<file path="config.mk">
export PLATFORM = sky130hd
export DESIGN_NAME = histTop
export DESIGN_NICKNAME = d
export VERILOG_FILES = /design/src/common/histPkg.sv /design/src/design/addrFifo.sv /design/src/design/binQuantizer.sv /design/src/design/histTop.sv /design/src/histBuilder/histBuilder.sv /design/src/histBuilder/histRam.sv
export SDC_FILE = /design/constraint.sdc
export NUM_CORES = 1
export LEC_CHECK = 0
export BUFFER_PORTS_ARGS = -buffer_cell sky130_fd_sc_hd__buf_2
export CAP_MARGIN = 40
export CORE_MARGIN = 2
export CORE_UTILIZATION = 40
export DETAILED_ROUTE_END_ITERATION = 7
export PLACE_DENSITY = 0.53
export SLEW_MARGIN = 40
export SYNTH_ARGS = -nofsm -noshare
export SYNTH_HDL_FRONTEND = slang
export SYNTH_SLANG_ARGS = --single-unit
</file>
<file path="constraint.sdc">
create_clock -name clk -period 6.3 [get_ports clk]
set_clock_uncertainty 0.05 [all_clocks]
set_input_delay 0 -clock clk [delete_from_list [all_inputs] [get_ports clk]]
set_output_delay 0 -clock clk [all_outputs]
set_load 0.02 [all_outputs]
</file>
<file path="src/common/histPkg.sv">
`default_nettype none

package histPkg;

    // raw timestamp from the detector front end
    localparam int stampBits = 10;

    // low timestamp bits dropped by the quantizer
    localparam int binShift = 6;

    // bin index is whatever is left above binShift
    // 16 bins per pixel histogram
    localparam int binBits = stampBits - binShift;

    // 4 pixels share one count RAM
    localparam int pixelBits = 2;

    // RAM address is {pixel, bin}
    // 64 words in total
    localparam int addrBits = pixelBits + binBits;

    // width of one bin count
    localparam int countBits = 8;

    // counts stick here instead of wrapping
    localparam int countMax = (1 << countBits) - 1;

    // default address FIFO depth, must stay a power of two
    localparam int fifoDepth = 4;

endpackage

`default_nettype wire

</file>
<file path="src/design/addrFifo.sv">
`timescale 1ns/1ns
`default_nettype none

module addrFifo #(
    parameter int depth = histPkg::fifoDepth
) (
    input  wire                         clk,
    input  wire                         res,
    input  wire                         pushValid,
    input  wire  [histPkg::addrBits-1:0] pushAddr,
    input  wire                         pop,
    output logic [histPkg::addrBits-1:0] popAddr,
    output logic                        full,
    output logic                        empty
);
    import histPkg::*;

    localparam int ptrBits = $clog2(depth);

    logic [addrBits-1:0] mem [depth];
    logic [ptrBits-1:0] wrPtr;
    logic [ptrBits-1:0] rdPtr;
    // one extra bit so a full buffer is distinguishable
    logic [ptrBits:0] count;
    logic doPush;
    logic doPop;

    assign full = (count == (ptrBits + 1)'(depth));
    assign empty = (count == '0);

    // guard both sides so a bad neighbour cannot corrupt the pointers
    assign doPush = pushValid && !full;
    assign doPop = pop && !empty;

    // head shown directly, first word fall through
    assign popAddr = mem[rdPtr];

    // storage only, pointers carry the state
    always_ff @(posedge clk) begin
        if (doPush) begin
            mem[wrPtr] <= pushAddr;
        end
    end

    always_ff @(posedge clk or negedge res) begin
        if (!res) begin
            wrPtr <= '0;
            rdPtr <= '0;
            count <= '0;
        end else begin
            // pointers wrap naturally, depth is a power of two
            if (doPush) begin
                wrPtr <= wrPtr + 1'b1;
            end
            if (doPop) begin
                rdPtr <= rdPtr + 1'b1;
            end
            if (doPush && !doPop) begin
                count <= count + 1'b1;
            end else if (doPop && !doPush) begin
                count <= count - 1'b1;
            end
        end
    end

    // quantizer must respect full
    noOverflow: assert property (
        @(posedge clk) disable iff (!res) pushValid |-> !full
    ) else $error("addrFifo overflow");

    // builder must respect empty
    noUnderflow: assert property (
        @(posedge clk) disable iff (!res) pop |-> !empty
    ) else $error("addrFifo underflow");

endmodule

`default_nettype wire

</file>
<file path="src/design/binQuantizer.sv">
`timescale 1ns/1ns
`default_nettype none

module binQuantizer (
    input  wire                          clk,
    input  wire                          res,
    input  wire                          stampReq,
    input  wire  [histPkg::stampBits-1:0] stamp,
    input  wire  [histPkg::pixelBits-1:0] pixel,
    output logic                         stampAck,
    input  wire                          full,
    output logic                         pushValid,
    output logic [histPkg::addrBits-1:0]  pushAddr
);
    import histPkg::*;

    // two-phase view of the four-phase link
    typedef enum logic {
        qWait,
        qAcked
    } quantStateT;

    quantStateT state;
    logic accept;
    logic [binBits-1:0] binIdx;

    // top bits of the stamp select the bin
    assign binIdx = stamp[stampBits-1:binShift];

    // a full fifo holds the source off by keeping ack low
    assign accept = stampReq && !stampAck && !full;

    // push happens in the accept cycle itself
    assign pushValid = accept;
    assign pushAddr = {pixel, binIdx};

    // ack is the state bit, so it rises one edge after accept
    assign stampAck = (state == qAcked);

    always_ff @(posedge clk or negedge res) begin
        if (!res) begin
            state <= qWait;
        end else begin
            case (state)
                qWait: begin
                    if (accept) begin
                        state <= qAcked;
                    end
                end
                qAcked: begin
                    // source released req so ack drops on this edge
                    if (!stampReq) begin
                        state <= qWait;
                    end
                end
                default: state <= qWait;
            endcase
        end
    end

    // a request raised under a high ack would be swallowed without a push
    reqAfterAck: assert property (
        @(posedge clk) disable iff (!res)
        $rose(stampReq) |-> !stampAck
    ) else $error("stampReq rose while stampAck was still high");

endmodule

`default_nettype wire

</file>
<file path="src/design/histTop.sv">
`timescale 1ns/1ns
`default_nettype none

module histTop (
    input  wire                          clk,
    input  wire                          res,
    input  wire                          stampReq,
    input  wire  [histPkg::stampBits-1:0] stamp,
    input  wire  [histPkg::pixelBits-1:0] pixel,
    output logic                         stampAck,
    input  wire                          readReq,
    input  wire  [histPkg::addrBits-1:0]  readAddr,
    output logic                         readAck,
    output logic [histPkg::countBits-1:0] readCount
);
    import histPkg::*;

    // quantizer to fifo
    logic pushValid;
    logic [addrBits-1:0] pushAddr;
    logic full;

    // fifo to builder
    logic empty;
    logic pop;
    logic [addrBits-1:0] popAddr;

    binQuantizer quant (
        .clk       (clk),
        .res       (res),
        .stampReq  (stampReq),
        .stamp     (stamp),
        .pixel     (pixel),
        .stampAck  (stampAck),
        .full      (full),
        .pushValid (pushValid),
        .pushAddr  (pushAddr)
    );

    addrFifo fifo (
        .clk       (clk),
        .res       (res),
        .pushValid (pushValid),
        .pushAddr  (pushAddr),
        .pop       (pop),
        .popAddr   (popAddr),
        .full      (full),
        .empty     (empty)
    );

    histBuilder builder (
        .clk       (clk),
        .res       (res),
        .empty     (empty),
        .popAddr   (popAddr),
        .pop       (pop),
        .readReq   (readReq),
        .readAddr  (readAddr),
        .readAck   (readAck),
        .readCount (readCount)
    );

endmodule

`default_nettype wire

</file>
<file path="src/histBuilder/histBuilder.sv">
`timescale 1ns/1ns
`default_nettype none

module histBuilder (
    input  wire                          clk,
    input  wire                          res,
    input  wire                          empty,
    input  wire  [histPkg::addrBits-1:0]  popAddr,
    output logic                         pop,
    input  wire                          readReq,
    input  wire  [histPkg::addrBits-1:0]  readAddr,
    output logic                         readAck,
    output logic [histPkg::countBits-1:0] readCount
);
    import histPkg::*;

    // host readout sequence
    typedef enum logic [1:0] {
        rdIdle,
        rdRead,
        rdAck,
        rdRelease
    } readStateT;

    readStateT readState;

    logic readGrant;
    logic pipeWr;
    logic clrWr;

    // stage 2 holds the address whose count comes back this cycle
    logic s2Valid;
    logic [addrBits-1:0] s2Addr;

    // forwarded count when stage 2 wrote the bin stage 1 just read
    logic fwdHit;
    logic [countBits-1:0] fwdData;

    logic [countBits-1:0] baseCount;
    logic [countBits-1:0] incCount;

    // RAM side
    logic ramWrEn;
    logic [addrBits-1:0] ramWrAddr;
    logic [countBits-1:0] ramWrData;
    logic ramRdEn;
    logic [addrBits-1:0] ramRdAddr;
    logic [countBits-1:0] ramRdData;

    // updates win and readout waits for a drained fifo and an empty pipe
    assign pop = !empty && (readState == rdIdle);
    assign readGrant = readReq && empty && !s2Valid && (readState == rdIdle);

    // stage 1 read or readout read but never both
    assign ramRdEn = pop || readGrant;
    assign ramRdAddr = readGrant ? readAddr : popAddr;

    // stale RAM word is replaced by the value written last cycle
    assign baseCount = fwdHit ? fwdData : ramRdData;
    // saturating increment
    assign incCount = (baseCount == countBits'(countMax)) ? baseCount : baseCount + 1'b1;

    // write sources
    assign pipeWr = s2Valid;
    assign clrWr = (readState == rdRead);

    assign ramWrEn = pipeWr || clrWr;
    assign ramWrAddr = clrWr ? readAddr : s2Addr;
    assign ramWrData = clrWr ? '0 : incCount;

    // ack follows the state directly
    assign readAck = (readState == rdAck);

    // update pipeline control
    always_ff @(posedge clk or negedge res) begin
        if (!res) begin
            s2Valid <= 1'b0;
            fwdHit <= 1'b0;
        end else begin
            s2Valid <= pop;
            fwdHit <= pop && s2Valid && (s2Addr == popAddr);
        end
    end

    // pipeline payload
    always_ff @(posedge clk) begin
        if (pop) begin
            s2Addr <= popAddr;
        end
        fwdData <= incCount;
    end

    // readout FSM
    always_ff @(posedge clk or negedge res) begin
        if (!res) begin
            readState <= rdIdle;
        end else begin
            case (readState)
                rdIdle: begin
                    if (readGrant) begin
                        readState <= rdRead;
                    end
                end
                // data arrives and the bin is cleared on the edge ack rises
                rdRead: readState <= rdAck;
                rdAck: begin
                    if (!readReq) begin
                        readState <= rdRelease;
                    end
                end
                // ack is low again before idle
                rdRelease: readState <= rdIdle;
                default: readState <= rdIdle;
            endcase
        end
    end

    // count held for the whole ack phase
    always_ff @(posedge clk) begin
        if (clrWr) begin
            readCount <= ramRdData;
        end
    end

    histRam ram (
        .clk    (clk),
        .wrEn   (ramWrEn),
        .wrAddr (ramWrAddr),
        .wrData (ramWrData),
        .rdEn   (ramRdEn),
        .rdAddr (ramRdAddr),
        .rdData (ramRdData)
    );

    // readout only starts on a quiet pipe, so the two writers never meet
    oneWriter: assert property (
        @(posedge clk) disable iff (!res) !(pipeWr && clrWr)
    ) else $error("pipeline and readout write in the same cycle");

    // clear write in rdRead reuses readAddr, host must keep it while req is high
    addrHeld: assert property (
        @(posedge clk) disable iff (!res)
        readReq && $past(readReq) |-> $stable(readAddr)
    ) else $error("readAddr changed while readReq was high");

endmodule

`default_nettype wire

</file>
<file path="src/histBuilder/histRam.sv">
`timescale 1ns/1ns
`default_nettype none

module histRam (
    input  wire                          clk,
    input  wire                          wrEn,
    input  wire  [histPkg::addrBits-1:0]  wrAddr,
    input  wire  [histPkg::countBits-1:0] wrData,
    input  wire                          rdEn,
    input  wire  [histPkg::addrBits-1:0]  rdAddr,
    output logic [histPkg::countBits-1:0] rdData
);
    import histPkg::*;

    // one word per pixel and bin
    localparam int words = 1 << addrBits;

    logic [countBits-1:0] mem [words];

    // write port
    always_ff @(posedge clk) begin
        if (wrEn) begin
            mem[wrAddr] <= wrData;
        end
    end

    // registered read port, data one cycle after rdEn
    // same address as a write in that cycle gives the old word,
    // builder forwards around it
    always_ff @(posedge clk) begin
        if (rdEn) begin
            rdData <= mem[rdAddr];
        end
    end

endmodule

`default_nettype wire

</file>
==> results.tsv, run 1 <==
metric	value	unit
outcome	finished, final reports clean	
wl	58.4	mm
final_cell_area	26800	um2
area_delta_synth_final	13.2	%
max_cap_viol_count	0	
cts_made_buffers	60	
vias	13662	
p_leak	9.11	nW
initial_utilization	0.403	
grt_max_degree	69	
num_io_pins	32	
clk_latency	0.61	ns
max_freq	230	MHz
critical_path_class	flip-flop to flip-flop	
grt_pass1_vias	13394	
root_buffer	clkbuf_16	
ant_nets	0	
fin_setup_tns	0	ns
syn_inst	1679	
grt_overflow	0	
final_layout_size_suffix_gt1_frac	0.116	
synth_top_area_share	0.709	
worstSetupEndpointType	flip-flop	
start_kind	flip-flop	
drtIter0Drc	1101	
final.period_utilization	0.691	
arrival	4.65	ns
dpl.hpwl	35.6	mm
finalHoldViolations	0	
antenna_found_initial	1	
ys_ff_latch	578	
rsz0062_at_grt	false	
synth_area_leaders	edfxtp_1 71%, nand2_1 5.9%, mux2i_1 5.3%	
cp_max_fo	59	
netlist_area	23600	um2
cts.sinks	578	
seq_area_frac_synth	0.728	
max-vdd-ir-drop	0.419	mV
nNetsFinal	1748	
fin_crit	4.35	ns
hold_depth	2	
setup_viol	0	
diodes	0	
viasPerCell	5.39	
placed_area	24700	um2
maxSlewHeadroom	0.430	
holdCritPathClass	input pin to flip-flop	
rr_worst_depth	11	
clkTransAtPathRegs	0.06	ns
required	6.60	ns
floorplan.die_area	61100	um2
core_area	58700	um2
die_w	247	um
avgSynthCellArea	14.1	um2
synth_edf_count	558	
cts_setup_buffers	0	
yosysUniqueCellTypes	53	
synthArstFlopShare	0.0208	
yosysWarnings	0	
gp_congestion	0.821	
grtUsageTotal	0.195	
rows	89	
die_h	247	um
cts_max_level	2	
ys_dominant_reg_cell	edfxtp_1	
portBuffers	25	
finalMaxSlewViolations	0	
syn_nets	1712	
drc_errors	0	
wl_per_cell	23.0	um
cts_tree	yes	
drtPass1Iterations	5	
yosysTopAreaCell	edfxtp_1	
synthTopCellsByCount	558 x edfxtp_1, 372 x nand2_1, 198 x nand3_1, 125 x mux2i_1, 75 x nor2_1	
tightest_slew	0.855	ns
ctsLongestPathBuffers	3	
yosysMostFrequentCell	edfxtp_1	
grt_pass1_wl	87.6	mm
p_per_area	554	nW/um2
ctsHoldBuffers	11	
cts_resized	0	
## per-layer routing
layer,GRT usage,vias up,part of all wire
li1,-,6340,-
met1,0.267,6898,0.44
met2,0.314,312,0.48
met3,0.0349,110,0.047
met4,0.0666,2,0.033
met5,0,-,0.00022
## stage by stage
step                std cells  utilization  power (mW)  setup slack, ns  hold WS, ns
floorplan                1679            -        9.19             2.31       -0.346
detailed placement       2414        0.421        11.6             1.98       -0.144
CTS                      2535        0.455        15.0             1.96       0.0582
global placement         2410        0.419        11.4             1.98       -0.147
finish                   2536        0.456        14.8             1.95       0.0941
global route             2536        0.456        15.6             1.74       0.0824
## where the power goes
part	total, mW	internal (mW)	switching [mW]	leakage (nW)
combinational	5.84	1.66	4.18	2.92
clock	3.39	1.96	1.43	0.906
sequential	5.59	5.43	0.154	5.28
## worst max-delay path: stages (launching register included)
cell and delay, ns:
dfrtp_1 0.37, inv_1 0.09, ha_1 0.24, and3b_1 0.20, nand2_2 0.42, mux2i_4 0.79
buf_12 0.36, mux2i_1 0.22, a21boi_0 0.14, a32oi_1 0.66, a32oi_1 0.12, mux2_2 0.36
## layout by cell type (no fill, tap or decap), drive strengths merged, types with 3 or more instances in the layout
cell type / n
ha: 10
xor2: 3
mux2: 15
nor2: 75
mux4: 8
dfrtp: 12
clkinv: 21
a32oi: 31
o2111ai: 31
a22o: 3
nand3: 198
o21ai: 4
nand3b: 7
nor2b: 16
nand2: 373
nand2b: 7
a21boi: 16
a21oi: 13
buf: 55
edfxtp: 558
xnor2: 13
mux2i: 127
o22ai: 3
inv: 12
a31oi: 3
a22oi: 4
dlygate4sd3: 11
and2: 6
nor3: 6
or3: 3
bufinv: 4
clkbuf: 84
dfxtp: 8
## state kept, by name, summed over array words and instances (netlist names), 2 cells and up
register / cells
fifo.rdPtr: 2
builder.fwdData: 8
builder.s2Addr: 6
fifo.count: 3
fifo.mem: 24
builder.readState: 2
fifo.wrPtr: 2
builder.ram.mem: 512
builder.readCount: 8
builder.ram.rdData: 8
## layout make-up
type                       instances  area (um2)
clock buffer                      84        1630
timing repair buffer              66         559
tap                              773         967
sequential                       578       17200
fill                            5121       31900
clock inverter                    26         220
inverter                          12        45.0
multi-input combinational        997        6110
## kinds of logic after synthesis
| logic type | after synthesis | synth area share |
|---|---|---|
| AO/OA/AOI/OAI | 123 | 0.0412 |
| buffers and inverters | 104 | 0.0219 |
| AND/OR/NAND/NOR | 697 | 0.127 |
| XOR/XNOR | 16 | 0.00593 |
| multiplexers | 150 | 0.0696 |
| adder cells (fa/ha/maj) | 11 | 0.00614 |
| flip-flops | 578 | 0.728 |
## path summary, 6_finish.rpt
| path | start | to | slack (ns) |
|---|---|---|---|
| max in group asynchronous | res | quant.stampAck | 5.33 |
| min in group asynchronous | res | fifo.count[2] | 0.45 |
| min | stamp[7] | fifo.mem[0][1] | 0.09 |
| max | builder.readState[0] | builder.ram.rdData[7] | 1.95 |
| min reg2reg | builder.ram.rdData[3] | builder.readCount[3] | 0.44 |
| max reg2reg | builder.readState[0] | builder.ram.rdData[7] | 1.95 |
Power figures use the tool's default switching activity.
==> run 2, diff against run 1 <==
--- a/config.mk
+++ b/config.mk
@@ -5,12 +5,13 @@
 export SDC_FILE = /design/constraint.sdc
 export NUM_CORES = 1
 export LEC_CHECK = 0
+export ABC_AREA = 1
 export BUFFER_PORTS_ARGS = -buffer_cell sky130_fd_sc_hd__buf_2
 export CAP_MARGIN = 40
 export CORE_MARGIN = 2
 export CORE_UTILIZATION = 40
 export DETAILED_ROUTE_END_ITERATION = 7
-export PLACE_DENSITY = 0.53
+export PLACE_DENSITY = 0.55
 export SLEW_MARGIN = 40
 export SYNTH_ARGS = -nofsm -noshare
 export SYNTH_HDL_FRONTEND = slang
==> constraint.sdc (replaced) <==
create_clock -name clk -period 3.5 [get_ports clk]
set_clock_uncertainty 0.05 [all_clocks]
set_input_delay 0 -clock clk [delete_from_list [all_inputs] [get_ports clk]]
set_output_delay 0 -clock clk [all_outputs]
set_load 0.02 [all_outputs]
==> run 2 against run 1 <==
Effect of this change:
- global-route usage rose by 0.25 points
- register-to-register slack got worse by 1.6 ns
- non-clock buffer count rose by 71
- clock power rose by 78%
- largest cell class unchanged
==> results.tsv, run 2 <==
metric	value	unit
largest_registers	builder.ram.mem (512), fifo.mem (24)	
synthMuxAreaShare	0.00211	
yosysTopAreaCell	edfxtp_1	
synth_edf_count	558	
rr_worst_depth	11	
synth_fa_ha_area_frac	0.00570	
rsz0062_at_grt	false	
root_buffer	clkbuf_16	
start_kind	flip-flop	
floorplan.die_area	65700	um2
worstSetupEndpointType	flip-flop	
core_area	63100	um2
grt_max_degree	97	
synth_top_area_share	0.658	
synth_xor_area_frac	0.00309	
pre_cts_ws	0.283	ns
tightest_slew	0.798	ns
synth_compound_area_frac	0.00707	
required	3.78	ns
total_power	30.0	mW
fin_ws	0.334	ns
cts_setup_buffers	0	
cts_made_buffers	61	
yosysWarnings	0	
gp_congestion	0.882	
netlist_area	25500	um2
setup_viol	0	
cp_max_fo	9	
viasPerCell	4.95	
yosysMostFrequentCell	nand2_1	
initial_utilization	0.404	
holdCritPathClass	input pin to flip-flop	
slowest_stage	dfrtp_1	
cts.sinks	578	
die_w	256	um
outcome	finished, final reports clean	
cp_top_family	simple AND/OR/NAND/NOR gates	
critical_path_class	flip-flop to flip-flop	
path_depth	11	
max_freq	316	MHz
antenna_found_initial	0	
max_cap_viol_count	0	
final_common_cell	nand2_1	
fin_crit	3.17	ns
cpPeakStageDelay	0.38	ns
ant_nets	0	
yosysUniqueCellTypes	34	
final.period_utilization	0.905	
arrival	3.44	ns
wl_per_cell	18.8	um
avgSynthCellArea	10.4	um2
grtUsageTotal	0.198	
area_delta_synth_final	14.6	%
synthSimpleGateAreaFrac	0.219	
ys_dominant_reg_cell	edfxtp_1	
top_register	builder.ram.mem	
seq_area_frac_synth	0.676	
synth_area_leaders	edfxtp_1 66%, nand2_1 9.7%, nand3_1 9.4%	
vias	17050	
worstPathCellList	inv_1 -> ha_1 -> inv_2 -> or2_2 -> o21ai_0 -> inv_2 -> nor2_1 -> nand3_2 -> buf_4 -> nor2_1 -> buf_4	
cts_tree	yes	
synth_top_family_by_area	simple AND/OR/NAND/NOR gates	
clkTransAtPathRegs	0.06	ns
dpl.hpwl	38.8	mm
finalHoldViolations	0	
nNetsFinal	2580	
grt_overflow	0	
path_buf_inv	5	
cts_max_level	2	
fill_cells	5863	
clk_latency	0.63	ns
drtPass1Iterations	6	
wl	64.6	mm
portBuffers	25	
syn_inst	2461	
grt_pass1_vias	16742	
maxSlewHeadroom	0.464	
synthArstFlopShare	0.0208	
die_h	256	um
syn_nets	2494	
largest_reg_flops	512	
drc_errors	0	
finalMaxSlewViolations	0	
p_per_area	1030	nW/um2
rows	92	
mostFrequentLayoutCells	658 x nand2_1, 558 x edfxtp_1, 478 x nand3_1	
synthTopCellsByCount	659 x nand2_1, 558 x edfxtp_1, 480 x nand3_1, 426 x inv_1, 78 x nor2_1	
hold_depth	2	
diodes	0	
ctsLongestPathBuffers	3	
ys_ff_latch	578	
p_leak	12.1	nW
num_io_pins	32	
drtIter0Drc	1514	
max-vdd-ir-drop	0.648	mV
final_layout_size_suffix_gt1_frac	0.0924	
grt_pass1_wl	100	mm
-- run 2: logic make-up after synthesis --
| kind of cell | count (synthesis) |
|---|---|
| xor+xnor | 9 |
| compound gates | 34 |
| simple gates | 1276 |
| buf+inv | 548 |
| flops | 578 |
| fa+ha+maj | 11 |
| mux | 5 |
-- run 2: worst paths after layout --
path	start	to	slack (ns)
max	builder.readState[1]	builder.ram.mem[17][5]	0.33
min	pixel[1]	fifo.mem[3][5]	0.08
max in group asynchronous	res	quant.stampAck	2.63
min in group asynchronous	res	fifo.rdPtr[1]	0.39
min reg2reg	quant.stampAck	quant.stampAck	0.44
max reg2reg	builder.readState[1]	builder.ram.mem[17][5]	0.33
-- run 2: report_power, final --
part / internal (mW) / total (mW) / switching, mW
Combinational: 3.76 / 13.8 / 10.0
Clock: 3.42 / 6.05 / 2.63
Sequential: 9.91 / 10.2 / 0.251
-- run 2: worst reg2reg max path, stage by stage, from the launching register on --
cell and delay, ns:
dfrtp_1 0.38, inv_1 0.11, ha_1 0.23, inv_2 0.09, or2_2 0.28, o21ai_0 0.22
inv_2 0.18, nor2_1 0.25, nand3_2 0.28, buf_4 0.26, nor2_1 0.27, buf_4 0.25
-- run 2: repair_timing --
action                                 in CTS  in global routing
setup endpoints to repair                   0                  8
hold buffers                               10                  0
gates resized for setup                     0                  1
endpoints found under the hold margin      41                  0
-- run 2: area by class of cell --
class	count	area, um2	area share
Timing Repair Buffer	137	1250	0.0430
Clock inverter	34	211	0.00724
Tap cell	846	1060	0.0363
Sequential cell	578	17200	0.590
Multi-Input combinational cell	1335	6180	0.212
Clock buffer	79	1640	0.0561
Inverter	434	1630	0.0558
-- run 2: per-layer routing --
metal	up-vias	GRT usage	wire length [um]
met1	8212	0.274	28600
li1	8245	-	-
met5	-	0	0
met4	0	0.0633	1840
met3	108	0.0267	3570
met2	485	0.323	30500
-- run 2: metrics by stage --
stage                     setup TNS, ns  area, um2  std cells   util  hold WS, ns
after floorplan                  -75.30      25500       2461      -       -0.346
after global placement                0      27200       3320  0.432       -0.155
after detailed placement              0      27200       3320  0.432       -0.144
after CTS                             0      29200       3443  0.463       0.0428
after global routing                  0      29200       3443  0.463       0.0765
final                                 0      29200       3443  0.463       0.0787
==> run 3, diff against run 2 <==
--- a/config.mk
+++ b/config.mk
@@ -10,6 +10,7 @@
 export CAP_MARGIN = 40
 export CORE_MARGIN = 2
 export CORE_UTILIZATION = 40
+export CTS_BUF_LIST = sky130_fd_sc_hd__clkbuf_4 sky130_fd_sc_hd__clkbuf_8 sky130_fd_sc_hd__clkbuf_16
 export DETAILED_ROUTE_END_ITERATION = 7
 export PLACE_DENSITY = 0.55
 export SLEW_MARGIN = 40
==> run 3 against run 2 <==
Effect of this change:
- sequential share of layout area shrank 0.12 points
- sequential power about the same
- non-clock buffer count unchanged
- global-route usage about the same
- final cell count is the same
- combinational power about the same
- critical path depth unchanged
- utilization up 0.095 points
- maximum frequency is 0.22% lower
- sequential cell count unchanged
- count of clock-buffer cells in the layout stayed put
- critical endpoint unchanged
==> results.tsv, run 3 (same netlist as run 2, synthesis figures left out) <==
metric	value	unit
die_h	256	um
nNetsFinal	2580	
clkTransAtPathRegs	0.06	ns
final_cell_area	29200	um2
diodes	0	
grt_max_degree	97	
top_register	builder.ram.mem	
rsz0062_at_grt	false	
final_layout_size_suffix_gt1_frac	0.0986	
final.period_utilization	0.906	
cp_top_family	simple AND/OR/NAND/NOR gates	
p_leak	12.1	nW
timing.hold.ws	0.0818	ns
required	3.78	ns
largest_registers	builder.ram.mem (512), fifo.mem (24)	
antenna_found_initial	0	
vias	17100	
setup_viol	0	
start_kind	flip-flop	
cts_max_level	2	
worstPathCellList	inv_1 -> ha_1 -> inv_2 -> or2_2 -> o21ai_0 -> inv_2 -> nor2_1 -> nand3_2 -> buf_4 -> nor2_1 -> buf_4	
worstSetupEndpointType	flip-flop	
rows	92	
portBuffers	25	
grtUsageTotal	0.198	
final_common_cell	nand2_1	
finalMaxSlewViolations	0	
gp_congestion	0.882	
max-vdd-ir-drop	0.644	mV
max_freq	315	MHz
finalHoldViolations	0	
total_power	30.1	mW
max_cap_viol_count	0	
clk_latency	0.63	ns
path_buf_inv	5	
cts.sinks	578	
wl_per_cell	18.7	um
tightest_slew	0.807	ns
cts_tree	yes	
ant_nets	0	
fin_crit	3.17	ns
arrival	3.45	ns
grt_pass1_wl	100	mm
viasPerCell	4.97	
cp_max_fo	9	
drtIter0Drc	1675	
dpl.hpwl	38.8	mm
outcome	finished, final reports clean	
ctsLongestPathBuffers	3	
num_io_pins	32	
maxSlewHeadroom	0.459	
grt_pass1_vias	16777	
largest_reg_flops	512	
root_buffer	clkbuf_16	
holdCritPathClass	input pin to flip-flop	
wl	64.5	mm
grt_overflow	0	
drc_errors	0	
floorplan.die_area	65700	um2
initial_utilization	0.404	
p_per_area	1030	nW/um2
slowest_stage	dfrtp_1	
mostFrequentLayoutCells	658 x nand2_1, 558 x edfxtp_1, 478 x nand3_1	
cts_made_buffers	61	
placed_area	27200	um2
critical_path_class	flip-flop to flip-flop	
drtPass1Iterations	5	
die_w	256	um
core_area	63100	um2
area_delta_synth_final	14.8	%
cpPeakStageDelay	0.38	ns
run 3: cell count changes in the layout (fill, tap and decap cells not counted):
cell      before  now
clkbuf_1      16    0
clkbuf_4       0   16
run 3: final timing paths:
| check | depth (start not counted) | slack (ns) | start | end |
|---|---|---|---|---|
| setup / recovery | 11 | 0.33 | builder.readState[1] | builder.ram.mem[17][5] |
| hold / removal | 2 | 0.08 | pixel[1] | fifo.mem[3][5] |
| setup reg to reg | 11 | 0.33 | builder.readState[1] | builder.ram.mem[17][5] |
| hold reg to reg | 2 | 0.44 | quant.stampAck | quant.stampAck |
| max in group asynchronous | 3 | 2.62 | res | builder.fwdHit |
| min in group asynchronous | 3 | 0.39 | res | fifo.rdPtr[1] |
run 3: power breakdown:
part	total, mW	switching [mW]	leakage (nW)	internal (mW)
Clock	6.18	2.63	0.954	3.54
Combinational	13.8	10.0	5.88	3.76
Sequential	10.2	0.251	5.29	9.91
Total	30.1	12.9	12.1	17.2
run 3: final cells by class:
type / count / area, um2
well taps: 846 / 1060
clock buffers: 79 / 1700
flip-flops and latches: 578 / 17200
fillers: 5854 / 33800
repair buffers: 137 / 1250
multi-input cells: 1335 / 6180
inverters: 434 / 1630
clock inverters: 34 / 211
run 3: metal layers:
layer  global-route usage  vias to the layer above  share of wire
li1                     -                     8251              -
met1                0.275                     8266           0.44
met2                0.323                      471           0.47
met3               0.0268                      112          0.059
met4               0.0640                        0          0.029
met5                    0                        -              0
run 3: worst reg2reg max path, cell delays in order, from the launching register on:
cell and delay [ns]:
dfrtp_1 0.38, inv_1 0.11, ha_1 0.24, inv_2 0.09
or2_2 0.28, o21ai_0 0.22, inv_2 0.18, nor2_1 0.26
nand3_2 0.28, buf_4 0.26, nor2_1 0.27, buf_4 0.25
run 3: per-stage QoR:
| stage | utilization | std cells | worst slack, ns | TNS [ns] |
|---|---|---|---|---|
| after floorplan | - | 2461 | -0.588 | -75.30 |
| after global placement | 0.432 | 3320 | 0.314 | 0 |
| after detailed placement | 0.432 | 3320 | 0.283 | 0 |
| after CTS | 0.464 | 3443 | 0.271 | 0 |
| after global routing | 0.464 | 3443 | 0.131 | 0 |
| final | 0.464 | 3443 | 0.327 | 0 |
run 3: repair_timing:
action / 4_1_cts / 5_1_grt
hold buffers: 10 / 0
endpoints found under the hold margin: 41 / 0
setup buffers: 0 / 0
setup endpoints to repair: 0 / 8
gates resized for setup: 0 / 1
